**src/hdl/isq_pkg.sv**
```systemverilog
`default_nettype none

////////////////////////////////////////
// issue queue shared definitions
////////////////////////////////////////
package isq_pkg;

   // queue geometry
   localparam int ISQ_DEPTH  = 8;
   localparam int IDX_W      = $clog2(ISQ_DEPTH);
   localparam int CNT_W      = $clog2(ISQ_DEPTH + 1);

   // physical tags and broadcast ports
   localparam int TAG_W      = 6;
   localparam int OPC_W      = 4;
   localparam int WAKE_PORTS = 2;

   ////////////////////////////////////////
   // micro-op as it arrives from dispatch
   ////////////////////////////////////////
   typedef struct packed
   {
      logic [OPC_W-1:0] opcode;
      logic [TAG_W-1:0] dst_tag;
      logic [TAG_W-1:0] src1_tag;
      logic             src1_rdy;
      logic [TAG_W-1:0] src2_tag;
      logic             src2_rdy;
   } isq_uop_t;

   // one result-tag broadcast
   typedef struct packed
   {
      logic             valid;
      logic [TAG_W-1:0] tag;
   } isq_wakeup_t;

   // what leaves on the issue port
   typedef struct packed
   {
      logic [OPC_W-1:0] opcode;
      logic [TAG_W-1:0] dst_tag;
   } isq_issue_t;

endpackage

`default_nettype wire

```
**src/hdl/isq_dispatch.sv**
```systemverilog
`timescale 1ns/10ps
`default_nettype none

module isq_dispatch import isq_pkg::*;
(
   input  wire                   clk,
   input  wire                   rst_n,
   input  wire                   dispatch_valid_i,
   input  isq_uop_t              dispatch_uop_i,
   input  wire  [ISQ_DEPTH-1:0]  entry_busy_i,
   output logic                  dispatch_ready_o,
   output logic [ISQ_DEPTH-1:0]  write_en_o,
   output isq_uop_t              write_uop_o
);

   logic [IDX_W-1:0] free_idx;
   logic             free_found;
   logic             accept;
   logic [ISQ_DEPTH-1:0] busy_q;
   logic [CNT_W-1:0] fall_cnt;
   logic [CNT_W-1:0] occ_q;

   ////////////////////////////////////////
   // lowest free entry
   ////////////////////////////////////////
   always_comb
   begin
      free_idx   = '0;
      free_found = 1'b0;
      // scan downwards so the lowest index wins
      for (int i = ISQ_DEPTH - 1; i >= 0; i--)
      begin
         if (!entry_busy_i[i])
         begin
            free_idx   = IDX_W'(i);
            free_found = 1'b1;
         end
      end
   end

   assign dispatch_ready_o = free_found;
   assign accept           = dispatch_valid_i & free_found;
   assign write_en_o       = accept ? (ISQ_DEPTH'(1) << free_idx) : '0;
   assign write_uop_o      = dispatch_uop_i;

   ////////////////////////////////////////
   // occupancy tracking
   ////////////////////////////////////////
   // frees are seen as falling busy bits, one cycle late
   always_comb
   begin
      fall_cnt = '0;
      for (int i = 0; i < ISQ_DEPTH; i++)
      begin
         fall_cnt = fall_cnt + CNT_W'(busy_q[i] & ~entry_busy_i[i]);
      end
   end

   always_ff @(posedge clk or negedge rst_n)
   begin
      if (!rst_n)
      begin
         busy_q <= '0;
         occ_q  <= '0;
      end
      else
      begin
         busy_q <= entry_busy_i;
         occ_q  <= occ_q + CNT_W'(accept) - fall_cnt;
      end
   end

   // a slot freed at an edge is never refilled at that same edge
   a_occ_bound: assert property (@(posedge clk) disable iff (!rst_n)
      occ_q <= CNT_W'(ISQ_DEPTH));

   a_wr_onehot: assert property (@(posedge clk) disable iff (!rst_n)
      $onehot0(write_en_o));

endmodule

`default_nettype wire

```
**src/hdl/isq_entry.sv**
```systemverilog
`timescale 1ns/10ps
`default_nettype none

module isq_entry import isq_pkg::*;
(
   input  wire                          clk,
   input  wire                          rst_n,
   input  wire                          write_en_i,
   input  isq_uop_t                     write_uop_i,
   input  isq_wakeup_t [WAKE_PORTS-1:0] wakeup_i,
   input  wire                          release_i,
   output logic                         busy_o,
   output logic                         ready_o,
   output isq_issue_t                   issue_uop_o
);

   logic     valid_q;
   isq_uop_t uop_q;
   isq_uop_t uop_d;

   ////////////////////////////////////////
   // tag compare against all broadcasts
   ////////////////////////////////////////
   function automatic logic tag_hit(input logic [TAG_W-1:0] tag,
                                    input isq_wakeup_t [WAKE_PORTS-1:0] wk);
      logic hit;
      hit = 1'b0;
      for (int p = 0; p < WAKE_PORTS; p++)
      begin
         if (wk[p].valid && (wk[p].tag == tag))
         begin
            hit = 1'b1;
         end
      end
      return hit;
   endfunction

   // next line contents, wakeup applies on the write cycle too
   always_comb
   begin
      uop_d = uop_q;
      if (write_en_i)
      begin
         uop_d = write_uop_i;
      end
      uop_d.src1_rdy = uop_d.src1_rdy | tag_hit(uop_d.src1_tag, wakeup_i);
      uop_d.src2_rdy = uop_d.src2_rdy | tag_hit(uop_d.src2_tag, wakeup_i);
   end

   ////////////////////////////////////////
   // line storage
   ////////////////////////////////////////
   always_ff @(posedge clk or negedge rst_n)
   begin
      if (!rst_n)
      begin
         valid_q <= 1'b0;
      end
      else if (write_en_i)
      begin
         valid_q <= 1'b1;
      end
      else if (release_i)
      begin
         valid_q <= 1'b0;
      end
   end

   // payload only moves while occupied or being filled
   always_ff @(posedge clk)
   begin
      if (write_en_i || valid_q)
      begin
         uop_q <= uop_d;
      end
   end

   assign busy_o  = valid_q;
   assign ready_o = valid_q & uop_q.src1_rdy & uop_q.src2_rdy;

   assign issue_uop_o.opcode  = uop_q.opcode;
   assign issue_uop_o.dst_tag = uop_q.dst_tag;

   ////////////////////////////////////////
   // checks
   ////////////////////////////////////////
   // dispatch must only target free lines
   a_wr_free: assert property (@(posedge clk) disable iff (!rst_n)
      write_en_i |-> !valid_q);

   // select must only release a line it saw as ready
   a_rel_ready: assert property (@(posedge clk) disable iff (!rst_n)
      release_i |-> (valid_q && ready_o));

endmodule

`default_nettype wire

```
**src/hdl/isq_select.sv**
```systemverilog
`timescale 1ns/10ps
`default_nettype none

module isq_select import isq_pkg::*;
(
   input  wire                           clk,
   input  wire                           rst_n,
   input  wire  [ISQ_DEPTH-1:0]          entry_ready_i,
   input  isq_issue_t [ISQ_DEPTH-1:0]    entry_uop_i,
   input  wire                           issue_ready_i,
   output logic                          issue_valid_o,
   output isq_issue_t                    issue_uop_o,
   output logic [ISQ_DEPTH-1:0]          release_o
);

   logic [IDX_W-1:0] pick_idx;
   logic             pick_found;
   logic [IDX_W-1:0] sel_idx;
   logic             lock_q;
   logic [IDX_W-1:0] lock_idx_q;
   logic             fire;

   ////////////////////////////////////////
   // priority pick, lowest index first
   ////////////////////////////////////////
   always_comb
   begin
      pick_idx   = '0;
      pick_found = 1'b0;
      for (int i = ISQ_DEPTH - 1; i >= 0; i--)
      begin
         if (entry_ready_i[i])
         begin
            pick_idx   = IDX_W'(i);
            pick_found = 1'b1;
         end
      end
   end

   // locked pick overrides a fresh one
   assign sel_idx       = lock_q ? lock_idx_q : pick_idx;
   assign issue_valid_o = lock_q | pick_found;
   assign issue_uop_o   = entry_uop_i[sel_idx];
   assign fire          = issue_valid_o & issue_ready_i;
   assign release_o     = fire ? (ISQ_DEPTH'(1) << sel_idx) : '0;

   ////////////////////////////////////////
   // hold under back-pressure
   ////////////////////////////////////////
   always_ff @(posedge clk or negedge rst_n)
   begin
      if (!rst_n)
      begin
         lock_q     <= 1'b0;
         lock_idx_q <= '0;
      end
      else
      begin
         lock_q     <= issue_valid_o & ~issue_ready_i;
         lock_idx_q <= sel_idx;
      end
   end

   ////////////////////////////////////////
   // checks
   ////////////////////////////////////////
   // payload and valid stay put until taken
   a_issue_hold: assert property (@(posedge clk) disable iff (!rst_n)
      (issue_valid_o && !issue_ready_i) |=> (issue_valid_o && $stable(issue_uop_o)));

   // the held line must not lose readiness while waiting
   a_lock_ready: assert property (@(posedge clk) disable iff (!rst_n)
      lock_q |-> entry_ready_i[lock_idx_q]);

endmodule

`default_nettype wire

```
**src/hdl/isq_top.sv**
```systemverilog
`timescale 1ns/10ps
`default_nettype none

module isq_top import isq_pkg::*;
(
   input  wire                          clk,
   input  wire                          rst_n,
   input  wire                          dispatch_valid_i,
   input  isq_uop_t                     dispatch_uop_i,
   output logic                         dispatch_ready_o,
   input  isq_wakeup_t [WAKE_PORTS-1:0] wakeup_i,
   output logic                         issue_valid_o,
   output isq_issue_t                   issue_uop_o,
   input  wire                          issue_ready_i
);

   logic [ISQ_DEPTH-1:0]       entry_busy;
   logic [ISQ_DEPTH-1:0]       entry_ready;
   logic [ISQ_DEPTH-1:0]       write_en;
   logic [ISQ_DEPTH-1:0]       release_vec;
   isq_uop_t                   write_uop;
   isq_issue_t [ISQ_DEPTH-1:0] entry_uop;

   ////////////////////////////////////////
   // dispatch stage
   ////////////////////////////////////////
   isq_dispatch u_dispatch
   (
      .clk              (clk),
      .rst_n            (rst_n),
      .dispatch_valid_i (dispatch_valid_i),
      .dispatch_uop_i   (dispatch_uop_i),
      .entry_busy_i     (entry_busy),
      .dispatch_ready_o (dispatch_ready_o),
      .write_en_o       (write_en),
      .write_uop_o      (write_uop)
   );

   ////////////////////////////////////////
   // row of queue lines
   ////////////////////////////////////////
   for (genvar g = 0; g < ISQ_DEPTH; g++)
   begin : g_entry
      isq_entry u_entry
      (
         .clk         (clk),
         .rst_n       (rst_n),
         .write_en_i  (write_en[g]),
         .write_uop_i (write_uop),
         .wakeup_i    (wakeup_i),
         .release_i   (release_vec[g]),
         .busy_o      (entry_busy[g]),
         .ready_o     (entry_ready[g]),
         .issue_uop_o (entry_uop[g])
      );
   end

   ////////////////////////////////////////
   // select and issue
   ////////////////////////////////////////
   isq_select u_select
   (
      .clk           (clk),
      .rst_n         (rst_n),
      .entry_ready_i (entry_ready),
      .entry_uop_i   (entry_uop),
      .issue_ready_i (issue_ready_i),
      .issue_valid_o (issue_valid_o),
      .issue_uop_o   (issue_uop_o),
      .release_o     (release_vec)
   );

endmodule

`default_nettype wire

```
**config.mk**
```make
export PLATFORM = sky130hd
export DESIGN_NAME = isq_top
export DESIGN_NICKNAME = d
export VERILOG_FILES = /design/src/hdl/isq_pkg.sv /design/src/hdl/isq_dispatch.sv /design/src/hdl/isq_entry.sv /design/src/hdl/isq_select.sv /design/src/hdl/isq_top.sv
export SDC_FILE = /design/constraint.sdc
export NUM_CORES = 1
export LEC_CHECK = 0
export BUFFER_PORTS_ARGS = -buffer_cell sky130_fd_sc_hd__clkbuf_2
export CELL_PAD_IN_SITES_DETAIL_PLACEMENT = 1
export CELL_PAD_IN_SITES_GLOBAL_PLACEMENT = 2
export CORE_MARGIN = 2
export CORE_UTILIZATION = 30
export DETAILED_ROUTE_END_ITERATION = 8
export PLACE_DENSITY_LB_ADDON = 0.1
export SYNTH_ARGS = -nofsm -noshare
export SYNTH_HDL_FRONTEND = slang
export SYNTH_HIERARCHICAL = 1
export SYNTH_SLANG_ARGS = --single-unit
```
**constraint.sdc**
```tcl
create_clock -name clk -period 7.45 [get_ports clk]
set_input_delay 1.49 -clock clk [delete_from_list [all_inputs] [get_ports clk]]
set_output_delay 1.49 -clock clk [all_outputs]
set_load 0.01 [all_outputs]
```
# Word-level counts from Yosys, hierarchy flattened
# Cells that the tools add are included.
[classes] n_shift=2 eq_ne=32 reduce_logical=56 bitwise=37 magnitude_cmp=1 muxes=93
[op_table] cell="== test 6 bit" n=32
[op_table] cell="2-to-1 mux 14 bit" n=8
[op_table] cell="2-to-1 mux 1 bit" n=64
[op_table] cell="2-to-1 mux 3 bit" n=17
[op_table] cell="logical AND 1 bit" n=32
[op_table] cell="binary-select mux 10 bit (select 3 bit)" n=1
[op_table] cell="bitwise AND 1 bit" n=19
[op_table] cell="OR 1 bit" n=17
[op_table] cell="2-to-1 mux 8 bit" n=2
[op_table] cell="AND reduction 2 bit" n=8
[op_table] cell="nonzero test 2 bit" n=8
[op_table] cell="<< shifter 1 x 3 -> 8 bit (first input constant)" n=2
[op_table] cell="2-to-1 mux 10 bit" n=1
[op_table] cell="logical OR 1 bit" n=8
[op_table] cell="< comparator 3 x 4 -> 1 bit (second input constant)" n=1
[op_table] cell="NOT 1 bit" n=1
[word_totals] in_bits=42 ff_bits=204

# Longest topological paths before layout
# Gate-level depths: netlist of run 1.
[logic_depth] depth_word=16 depth_mapped=10

# By module
# Netlist of run 1, hierarchy kept.
[modules_own_cells] mod="isq_entry" n_inst=8 area_each_um2=1410.1 cells_per_inst=102
[modules_own_cells] mod="isq_select" n_inst=1 area_each_um2=2107.0 cells_per_inst=276
[modules_own_cells] mod="isq_dispatch" n_inst=1 area_each_um2=291.5 cells_per_inst=44

# Worst setup path before layout of run 1
# OpenSTA, ideal clock, no wires.
[synth_timing] path_kind="register to output" startpoint="register g_entry[0].u_entry.valid_q" endpoint="output issue_uop_o[2] (netlist name)" t_required_ps=5960 arrival_time_ps=2234 stages_incl_launch_ff=10 setup_slack_ps=3726 path_buffers=2 path_cell_list="dfrtp_1 -> and3_1 -> buf_6 -> or2_1 -> or4_4 -> o21ai_4 -> or2b_1 -> buf_6 -> o22ai_1 -> a221oi_1"
[synth_lines] item="from (decl)" line_no="isq_entry.sv:17" text="logic valid_q;"
[synth_lines] item="from (signal assigned)" line_no="isq_entry.sv:57" text="valid_q <= 1'b0;"
[synth_lines] item="from (signal assigned)" line_no="isq_entry.sv:61" text="valid_q <= 1'b1;"
[synth_lines] item="from (signal assigned)" line_no="isq_entry.sv:65" text="valid_q <= 1'b0;"
[synth_lines] item="to (decl)" line_no="isq_top.sv:13" text="output isq_issue_t issue_uop_o,"

==> reports/metrics.yaml, run 1 <==
outcome: "completed"
regArea_sq_um: 6070
cp.required_ps: 5960
rsz0062_at_grt: "false"
numClockSinks: 204
synth_area_leader_cell: "edfxtp_1"
muxShareOfSynthArea_pct: 14.8
synth_edf_count: 192
fin_nets: 1115
rr_startpoint: "g_entry[3].u_entry/busy_o$_DFFE_PN0P_"
core_sq_um: 45200
drive_gt1_share_pct: 17.1
cts-root-buf: "clkbuf_16"
dp_hpwl_mm: 25.7
syn_area_sq_um: 13700
synthToLayoutAreaGrowth_pct: 5.60
cts_buffer_depth: 3
setup_viol: 0
cts_tree: "yes"
h-tree-depth: 1
avgSynthCellArea_sq_um: 12.0
worst_hold_slack_ps: 567
tns_ps: 0
cts_hold_buf: 0
synth_compound_area_share_pct: 9.24
track_usage_pct: 17.6
async_reset_ff_share_pct: 5.88
overflow: 0
dieWidth_um: 218
finalClockSkew_ps: 14.5
vdd_ir_drop_max_v: 0.000178
fin_util_pct: 32.0
num_rows: 78
synth_top_family_by_area: "multiplexers"
powerDensity_nw_per_um2: 450
drc: 0
gp_congestion: 0.712
drt-initial-drc-count: 377
die-area_sq_um: 47300
postCtsSetupBuffers: 0
clk_latency_ps: 560
place_ws_ps: 2640
path_class: "reg2out"
num_vias: 8487
io-pin-count: 54
worstSetupStartpoint: "g_entry[0].u_entry/uop_q[0]$_DFFE_PN_"
yosysSeqAreaShare_pct: 44.3
worst-endpoint-arrival_ps: 3890
firstDrtPassIters: 6
die_h_um: 218
p_leak_uw: 0.00496
grt_pass1_wl_mm: 61.8
hp-class: "reg2reg"
cts_resized: 0
syn_nets: 1178
cp_max_fo: 44
r2r-end: "g_entry[7].u_entry/uop_q[7]$_DFFE_PN_"
multi_input_area_sq_um: 6000
ys_warn_count: 6
drt_wl_total_mm: 41.4
startpoint_type: "flop"
period_needed_ps: 5380
finalMaxSlewViolations: 0
synthDominantCellAreaShare_pct: 42.1
antenna_found_initial: 1
wl_per_cell_um: 24.4
routed_via_density: 5.01
portBuffers: 53
clock.fmax_ghz: 0.186
setup_ws_ps: 2070
worstPathCellList: "and3_2 -> buf_4 -> or2_1 -> or4_4 -> o21ai_4 -> or2b_1 -> o22ai_1 -> a221oi_1 -> clkbuf_2"
cts_buffers: 28
placed_cells: 1643
ant_nets: 0
finalHoldViolations: 0
reg2reg_depth: 9
slowest_delay_ps: 550
worst_pin_slew_ps: 1240
path_clk_slew_ps: 60
nFillCells: 4886
relSlewSlack_pct: 17.0
period_share_pct: 72.2
initial_core_util_pct: 30.3
synthAdderAreaFrac_pct: 0
synth_area_leaders: "edfxtp_1, mux2i_1, mux2i_4, xnor2_1, xor2_1"
synth-seq-cells: 204
max_cap_viol_count: 0
synthXorXnorAreaFrac_pct: 12.3
yosysUniqueCellTypes: 52
cp-endpoint: "issue_uop_o[7]"
synthCells: 1136
first_global_vias: 9234
synthSimpleGateAreaFrac_pct: 7.09
synth-main-ff-cell: "edfxtp_1"
r2r_setup_slack_ps: 3840
grt_max_degree: 87
finish.cell_count_without_fillers: 1695
slowest_stage: "or2b_1"
end_kind: "output port"
==> metrics by stage <==
stage	cell area (sq um)	total power, uW
final	14400	6500
after floorplan	13700	4470
after global routing	14400	6980
after CTS	14400	6620
after global placement	13600	5310
after detailed placement	13600	5350
==> sequential cells by signal, indices dropped and copies added, names as in the netlist <==
name                         flops
g_entry.u_entry/uop_q          112
g_entry.u_entry/issue_uop_o     80
g_entry.u_entry/busy_o           8
u_select/lock_idx_q              3
u_select/lock_q                  1
==> layout make-up <==
cell class,count,area share (%)
diodes,1,0.0173
clock buffers,38,5.26
clock inverters,13,0.433
inverters,108,2.81
multi-input cells,661,41.6
flip-flops and latches,204,42.0
well taps,600,5.20
repair buffers,70,2.72
==> layer usage <==
layer	track usage [%]	up-vias	routed length (um)
met5	0	-	0
met2	31.8	97	21000
met3	2.41	45	1130
met4	3.90	0	781
li1	-	3965	-
met1	22.2	4380	18500
==> worst min-delay path by stage <==
stage | startpoint | endpoint | slack [ps] | depth (start not counted)
after floorplan | g_entry[6].u_entry/busy_o$_DFFE_PN0P_ | g_entry[6].u_entry/busy_o$_DFFE_PN0P_ | 520 | 1
after global placement | g_entry[2].u_entry/uop_q[7]$_DFFE_PN_ | g_entry[2].u_entry/uop_q[7]$_DFFE_PN_ | 560 | 2
after detailed placement | g_entry[2].u_entry/uop_q[7]$_DFFE_PN_ | g_entry[2].u_entry/uop_q[7]$_DFFE_PN_ | 560 | 2
after CTS | g_entry[2].u_entry/uop_q[7]$_DFFE_PN_ | g_entry[2].u_entry/uop_q[7]$_DFFE_PN_ | 570 | 2
after global routing | g_entry[3].u_entry/uop_q[7]$_DFFE_PN_ | g_entry[3].u_entry/uop_q[7]$_DFFE_PN_ | 600 | 2
final | g_entry[2].u_entry/uop_q[7]$_DFFE_PN_ | g_entry[2].u_entry/uop_q[7]$_DFFE_PN_ | 570 | 2
==> layout by cell type, fill, tap and decap left out, types with 3 or more instances in the layout <==
cell type / netlist / layout
a21o_2: 8 / 8
a21oi_1: 42 / 41
a221o_1: 9 / 9
a221oi_1: 64 / 64
a221oi_2: 3 / 3
a311o_1: 9 / 9
a311oi_1: 3 / 3
and3_1: 18 / 17
buf_4: 104 / 17
clkbuf_1: 20 / 9
clkbuf_16: 0 / 29
clkbuf_2: 0 / 53
clkinv_1: 0 / 7
clkinv_2: 0 / 4
dfrtp_1: 12 / 10
edfxtp_1: 192 / 192
inv_1: 108 / 108
mux2i_1: 112 / 112
mux2i_4: 40 / 40
nand2_1: 6 / 6
nand3_1: 20 / 20
nand4_1: 34 / 34
nor2_1: 13 / 9
nor2_4: 0 / 4
nor2b_1: 4 / 3
nor3_1: 5 / 4
o22ai_1: 9 / 9
or2_2: 9 / 9
or4_1: 32 / 32
xnor2_1: 96 / 96
xor2_1: 96 / 96
==> synthesized netlist by cell type (all sizes together), types with 2 or more instances <==
master       count
xor2            96
nand4           34
nor3b            2
and3            18
a311o            9
dfrtp           12
nand2            8
buf            135
edfxtp         192
xnor2           96
a221o            9
mux2i          152
nor2            14
nor2b            4
clkbuf          20
o211a            2
a311oi           3
dlygate4sd3      8
or4             33
or2             10
a21o             8
o22ai            9
o21ai            3
nor4             2
a221oi          67
nand3           20
nand2b           2
inv            108
a21oi           42
nor3             8
a31o             2
==> cell families (layout without fill, tap and decap cells) <==
kind of cell              Yosys count  after routing
other                               0              1
xor gates and xnor gates          192            192
DFF                               204            204
muxes                             152            152
AOI/OAI and AO/OA                 160            160
and+or+nand+nor                   157            157
buffers and inverters             271            229
==> where the power goes <==
group          internal, uW  switching (uW)  total [uW]
Sequential             1840             235        2070
Combinational          1280            1920        3200
Clock                   707             520        1230
==> worst max-delay path, delay by kind of cell, from the launching register on <==
| family | cells | cell delay (ps) |
|---|---|---|
| AOI/OAI and AO/OA | 3 | 760 |
| DFF | 1 | 440 |
| buffers and inverters | 2 | 510 |
| and+or+nand+nor | 4 | 1560 |
(Power assumes the default switching activity.)
==> run 2: changes to the inputs <==
- ABC_AREA: unset -> 1
- clock period: 7.45 -> 4.6 ns (I/O delays scaled with it)
==> run 2 against run 1 <==
Compared with the run above:
- non-clock buffer count grew 1
- via count grew 34%
- hold slack lost 260 ps
- sequential power grew 69%
- sequential share of layout area shrank 1.4 points
- final cell count grew 39%
==> reports/metrics.yaml, run 2 <==
path_class: "reg2out"  # unchanged
worst_pin_slew_ps: 954  # was 1240 ps
period_needed_ps: 3770
initial_core_util_pct: 30.3  # about the same
avgSynthCellArea_sq_um: 7.87  # was 12.0 sq um
path_clk_slew_ps: 70  # was 60 ps
worstSetupStartpoint: "g_entry[3].u_entry/busy_o$_DFFE_PN0P_"  # was g_entry[0].u_entry/uop_q[0]$_DFFE_PN_
drc: 0  # unchanged
period_share_pct: 81.9
synth-seq-cells: 204  # unchanged
h-tree-depth: 1  # unchanged
worst_hold_slack_ps: 311  # was 567 ps
die_h_um: 221  # was 218 um
cts_resized: 0  # unchanged
top_register: "g_entry.u_entry/uop_q"  # unchanged
cellInternalPower_uw: 6190  # was 3830 uW
relSlewSlack_pct: 36.4  # was 17.0%
slowest_stage: "dfrtp_1"  # was or2b_1
die-area_sq_um: 48700  # was 47300 sq um
cts_hold_buf: 0  # unchanged
reg2reg_depth: 7  # was 9
worstPathCellList: "and3_1 -> nor2_2 -> nand2_1 -> a21boi_4 -> buf_4 -> nand4_1 -> nand3_1 -> nor2_1 -> nor2_1 -> clkbuf_2"  # was and3_2 -> buf_4 -> or2_1 -> or4_4 -> o21ai_4 -> or2b_1 -> o22ai_1 -> a221oi_1 -> clkbuf_2
synthCells: 1789  # was 1136
overflow: 0  # unchanged
r2r-end: "g_entry[3].u_entry/uop_q[9]$_DFFE_PN_"  # was g_entry[7].u_entry/uop_q[7]$_DFFE_PN_
hp-class: "in2async"  # was reg2reg
synthDominantCellAreaShare_pct: 41.0  # was 42.1%
finalHoldViolations: 0  # unchanged
slowest_delay_ps: 490  # was 550 ps
cp_max_fo: 16  # was 44
first_global_vias: 11400  # was 9234
num_vias: 11400  # was 8487
track_usage_pct: 20.5  # was 17.6%
wl_per_cell_um: 20.8  # was 24.4 um
dp_hpwl_mm: 31.8  # was 25.7 mm
core_sq_um: 46500  # was 45200 sq um
num_rows: 79  # was 78
cp-endpoint: "issue_uop_o[3]"  # was issue_uop_o[7]
dieWidth_um: 221  # was 218 um
drt_wl_total_mm: 49.1  # was 41.4 mm
tns_ps: 0  # unchanged
syn_nets: 1831  # was 1178
finish.cell_count_without_fillers: 2364  # was 1695
grt_max_degree: 46  # was 87
placed_cells: 2313  # was 1643
synth_edf_count: 192  # unchanged
cts-root-buf: "clkbuf_16"  # unchanged
synthToLayoutAreaGrowth_pct: 6.04  # was 5.60%
comb_power_share_pct: 49.0  # was 49.2%
async_reset_ff_share_pct: 5.88  # unchanged
cts_tree: "yes"  # unchanged
outcome: "completed"  # unchanged
cts_buffer_depth: 3  # unchanged
synth_area_leader_cell: "edfxtp_1"  # unchanged
postCtsSetupBuffers: 0  # unchanged
fin_util_pct: 32.1  # was 32.0%
pwr-share-clk_pct: 20.3  # was 18.9%
rsz0062_at_grt: "false"  # unchanged
vdd_ir_drop_max_v: 0.000342  # was 0.000178 V
powerDensity_nw_per_um2: 761  # was 450 nW/um^2
yosysMostFrequentCell: "nand2_1"  # was edfxtp_1
worst-endpoint-arrival_ps: 2850  # was 3890 ps
io-pin-count: 54  # unchanged
swShare_pct: 45.6  # was 41.1%
rr_startpoint: "g_entry[7].u_entry/busy_o$_DFFE_PN0P_"  # was g_entry[3].u_entry/busy_o$_DFFE_PN0P_
finalMaxSlewViolations: 0  # unchanged
antenna-diode-count: 0  # was 1
finalClockSkew_ps: 22.1  # was 14.5 ps
p_sw_uw: 5180  # was 2670 uW
ys_warn_count: 6  # unchanged
numClockSinks: 204  # unchanged
synth-main-ff-cell: "edfxtp_1"  # unchanged
gp_congestion: 0.764  # was 0.712
synth_area_leaders: "edfxtp_1, nand2_1, nand3_1, buf_4, nand2_4"  # was edfxtp_1, mux2i_1, mux2i_4, xnor2_1, xor2_1
cts_buffers: 28  # unchanged
drt-initial-drc-count: 739  # was 377
synth_commonest_cells: "nand2_1, nand3_1, edfxtp_1"  # was edfxtp_1, mux2i_1, inv_1
portBuffers: 53  # unchanged
ant_nets: 0  # unchanged
max_cap_viol_count: 0  # unchanged
p_leak_uw: 0.00686  # was 0.00496 uW
firstDrtPassIters: 8  # was 6
crit_path_frequent_cell: "nor2_1"
drive_gt1_share_pct: 15.3  # was 17.1%
fin_nets: 1778  # was 1115
routed_via_density: 4.80  # was 5.01
r2r_setup_slack_ps: 1490  # was 3840 ps
nFillCells: 5625  # was 4886
mostFrequentLayoutCells: "nand2_1, nand3_1, edfxtp_1"  # was edfxtp_1, mux2i_1, inv_1
layout_commonest_cell: "nand2_1"  # was edfxtp_1
p_total_uw: 11400  # was 6500 uW
startpoint_type: "flop"  # unchanged
yosysUniqueCellTypes: 32  # was 52
grt_pass1_wl_mm: 73.5  # was 61.8 mm
clk_latency_ps: 570  # was 560 ps
antenna_found_initial: 2  # was 1
seqPwrFrac_pct: 30.7  # was 31.9%
largest_register_ffs: 112  # unchanged
clock.fmax_ghz: 0.265
setup_viol: 0  # unchanged
syn_area_sq_um: 14100  # was 13700 sq um
end_kind: "output port"  # unchanged
cp.required_ps: 3680  # was 5960 ps
yosysSeqAreaShare_pct: 43.1  # was 44.3%
-- run 2: cell types whose count changed after synthesis, moves of 88 or more --
cell     before  now
nand2_1       6  635
nand3_1      20  274
mux2i_1     112   16
xnor2_1      96    0
nor2_1       13  103
xor2_1       96    8
-- run 2: cell type report --
cell class	instances	area (sq um)	area share [%]
Multi-Input combinational cell	1256	6070	40.7
Sequential cell	204	6070	40.6
Tap cell	607	759	5.09
Clock buffer	33	741	4.96
Inverter	175	678	4.54
Timing Repair Buffer	71	400	2.68
Clock inverter	18	214	1.43
-- run 2: critical path, delay by kind of cell, from the launching register on --
kind	cells	cell delay, ps
AND/OR/NAND/NOR	7	970
flip-flops	1	490
buffers and inverters	2	460
AO/OA/AOI/OAI	1	360
-- run 2: power groups by stage --
stage	registers [uW]	logic [uW]	clock network, uW
floorplan	3410	4400	0
global placement	3510	5630	0
detailed placement	3530	5660	0
CTS	3500	5690	2370
global route	3570	6370	2430
finish	3490	5570	2300
-- run 2: cell families after synthesis --
group	Yosys count	share of synthesized area [%]
and+or+nand+nor	1173	38.8
buffers and inverters	329	13.9
DFF	204	43.1
AOI/OAI and AO/OA	59	2.57
muxes	16	1.14
xor gates and xnor gates	8	0.498
-- run 2: routing by layer --
metal / wire, um / GRT usage [%]
met5: 0 / 0
met4: 631 / 3.62
met3: 1510 / 1.88
met2: 22300 / 33.2
met1: 24700 / 29.9
-- run 2: worst min path at each step --
stage / slack, ps / end / startpoint / cells after the start
2_1_floorplan: 540 / g_entry[0].u_entry/uop_q[7]$_DFFE_PN_ / g_entry[0].u_entry/uop_q[7]$_DFFE_PN_ / 2
3_3_place_gp: 570 / g_entry[2].u_entry/uop_q[11]$_DFFE_PN_ / g_entry[2].u_entry/uop_q[11]$_DFFE_PN_ / 2
3_5_place_dp: 570 / g_entry[2].u_entry/uop_q[7]$_DFFE_PN_ / g_entry[2].u_entry/uop_q[7]$_DFFE_PN_ / 2
4_1_cts: 300 / g_entry[7].u_entry/busy_o$_DFFE_PN0P_ / rst_n / 1
5_1_grt: 310 / g_entry[7].u_entry/busy_o$_DFFE_PN0P_ / rst_n / 1
6_report: 310 / g_entry[7].u_entry/busy_o$_DFFE_PN0P_ / rst_n / 1
-- run 2: metrics by stage --
step / cell area (sq um) / setup WS, ps
6_report: 14900 / 831
4_1_cts: 14900 / 757
5_1_grt: 14900 / 598
2_1_floorplan: 14100 / 2090
3_5_place_dp: 14000 / 1300
3_3_place_gp: 14000 / 1280
==> run 3: changes to the inputs <==
- ABC_AREA: 1 -> 0
- clock period: 4.6 -> 3.9 ns (I/O delays scaled with it)
==> run 3 against run 2 <==
Compared with the run above:
- combinational power rose by 21%
- clock skew fell by 15 ps
- sequential cell count did not move
- largest cell class is now registers
- highest routed layer unchanged
==> reports/metrics.yaml, run 3 (synthesis gave the netlist of run 1 again) <==
clk_latency_ps: 550  # was 570 ps
drt_wl_total_mm: 41.9  # was 49.1 mm
routed_via_density: 5.02  # was 4.80
die_h_um: 218  # was 221 um
cts-root-buf: "clkbuf_16"  # unchanged
num_vias: 8648  # was 11400
firstDrtPassIters: 4  # was 8
cts_buffer_depth: 3  # unchanged
die-area_sq_um: 47300  # was 48700 sq um
overflow: 0  # unchanged
grt_max_degree: 56  # was 46
place_ws_ps: 189  # was 1300 ps
p_leak_uw: 0.00514  # was 0.00686 uW
tns_ps: 0  # unchanged
mostFrequentLayoutCells: "edfxtp_1, mux2i_1, inv_1"  # was nand2_1, nand3_1, edfxtp_1
finalHoldViolations: 0  # unchanged
io-pin-count: 54  # unchanged
end_kind: "output port"  # unchanged
slowest_delay_ps: 440  # was 490 ps
initial_core_util_pct: 30.3  # about the same
antenna_found_initial: 0  # was 2
ant_nets: 0  # unchanged
clock.fmax_ghz: 0.263
drt-initial-drc-count: 434  # was 739
rsz0062_at_grt: "true"  # was false
vdd_ir_drop_max_v: 0.000396  # was 0.000342 V
first_global_vias: 9207  # was 11400
hp-class: "in2async"  # unchanged
fin_util_pct: 32.8  # was 32.1%
h-tree-depth: 1  # unchanged
worstPathCellList: "and3_4 -> or2_4 -> or4_4 -> o21ai_4 -> or2b_4 -> buf_6 -> o22ai_1 -> a221oi_2 -> buf_2"  # was and3_1 -> nor2_2 -> nand2_1 -> a21boi_4 -> buf_4 -> nand4_1 -> nand3_1 -> nor2_1 -> nor2_1 -> clkbuf_2
worst_pin_slew_ps: 863  # was 954 ps
r2r_setup_slack_ps: 840  # was 1490 ps
wl_per_cell_um: 24.3  # was 20.8 um
dieWidth_um: 218  # was 221 um
fin_nets: 1145  # was 1778
cts_hold_buf: 0  # unchanged
nFillCells: 4871  # was 5625
dp_hpwl_mm: 26.5  # was 31.8 mm
drc: 0  # unchanged
layout_commonest_cell: "edfxtp_1"  # was nand2_1
max_cap_viol_count: 0  # unchanged
relSlewSlack_pct: 42.5  # was 36.4%
track_usage_pct: 17.9  # was 20.5%
gp_congestion: 0.701  # was 0.764
period_share_pct: 97.3
outcome: "completed"  # unchanged
period_needed_ps: 3800
setup_viol: 0  # unchanged
finalMaxSlewViolations: 0  # unchanged
path_class: "reg2out"  # unchanged
drive_gt1_share_pct: 19.9  # was 15.3%
slowest_stage: "or4_4"  # was dfrtp_1
path_clk_slew_ps: 60  # was 70 ps
startpoint_type: "flop"  # unchanged
antenna-diode-count: 0  # unchanged
cp.required_ps: 3120  # was 3680 ps
powerDensity_nw_per_um2: 872  # was 761 nW/um^2
numClockSinks: 204  # unchanged
cts_tree: "yes"  # unchanged
cts_buffers: 28  # unchanged
synthToLayoutAreaGrowth_pct: 8.24  # was 6.04%
cp_max_fo: 5  # was 16
num_rows: 78  # was 79
finalClockSkew_ps: 7.08  # was 22.1 ps
worst_hold_slack_ps: 147  # was 311 ps
top_register: "g_entry.u_entry/uop_q"  # unchanged
largest_register_ffs: 112  # unchanged
core_sq_um: 45200  # was 46500 sq um
worst-endpoint-arrival_ps: 3020  # was 2850 ps
setup_ws_ps: 105  # was 831 ps
grt_pass1_wl_mm: 62.3  # was 73.5 mm
portBuffers: 53  # unchanged
## run 3: power by group
part / internal (uW) / switching (uW)
Sequential: 3510 / 371
Clock: 1350 / 959
Combinational: 2790 / 3930
Total: 7650 / 5260
## run 3: worst max-delay path, delay by kind of cell, from the launching register on
kind / cells / cell delay [ps]
AOI/OAI and AO/OA: 3 / 610
and+or+nand+nor: 4 / 1120
DFF: 1 / 400
buffers and inverters: 2 / 340
## run 3: through the flow
step                total power, uW  instance area (sq um)  std cells
floorplan                      8540                  13700       1136
global placement              10300                  13800       1665
detailed placement            10400                  13800       1665
CTS                           13100                  14800       1723
global route                  13800                  14800       1723
finish                        12900                  14800       1723
## run 3: routing by layer
metal / GRT usage [%] / vias to the layer above / wire length, um
met5: 0 / - / 0
met1: 23.3 / 4439 / 19000
met3: 2.04 / 55 / 1030
met2: 31.4 / 134 / 20900
met4: 4.43 / 0 / 966
li1: - / 4020 / -
## run 3: what timing repair did
action / CTS / global route
cloned: 1 / 0
resized for setup: 14 / 7
pin swaps: 3 / 1
buffers inserted: 7 / 0
setup endpoints to repair: 10 / 7
## run 3: cell type report
type / instances / area (sq um) / share of cell area, %
Clock buffer: 40 / 767 / 5.18
Clock inverter: 10 / 41.3 / 0.279
Inverter: 108 / 405 / 2.74
Multi-Input combinational cell: 661 / 6070 / 41.0
Sequential cell: 204 / 6070 / 41.0
Tap cell: 600 / 751 / 5.07
Timing Repair Buffer: 100 / 704 / 4.76
## run 3: worst paths after layout
check / from / endpoint / cells after the start
min in group clk: issue_ready_i / u_select/lock_q$_DFF_PN0_ / 2
hold / removal: rst_n / u_select/lock_q$_DFF_PN0_ / 1
hold reg to reg: u_select/lock_idx_q[1]$_DFF_PN0_ / u_select/lock_idx_q[1]$_DFF_PN0_ / 2
setup reg to reg: g_entry[1].u_entry/busy_o$_DFFE_PN0P_ / g_entry[7].u_entry/uop_q[0]$_DFFE_PN_ / 10
max in group asynchronous: rst_n / g_entry[0].u_entry/busy_o$_DFFE_PN0P_ / 1
setup / recovery: g_entry[0].u_entry/uop_q[0]$_DFFE_PN_ / issue_uop_o[4] / 9
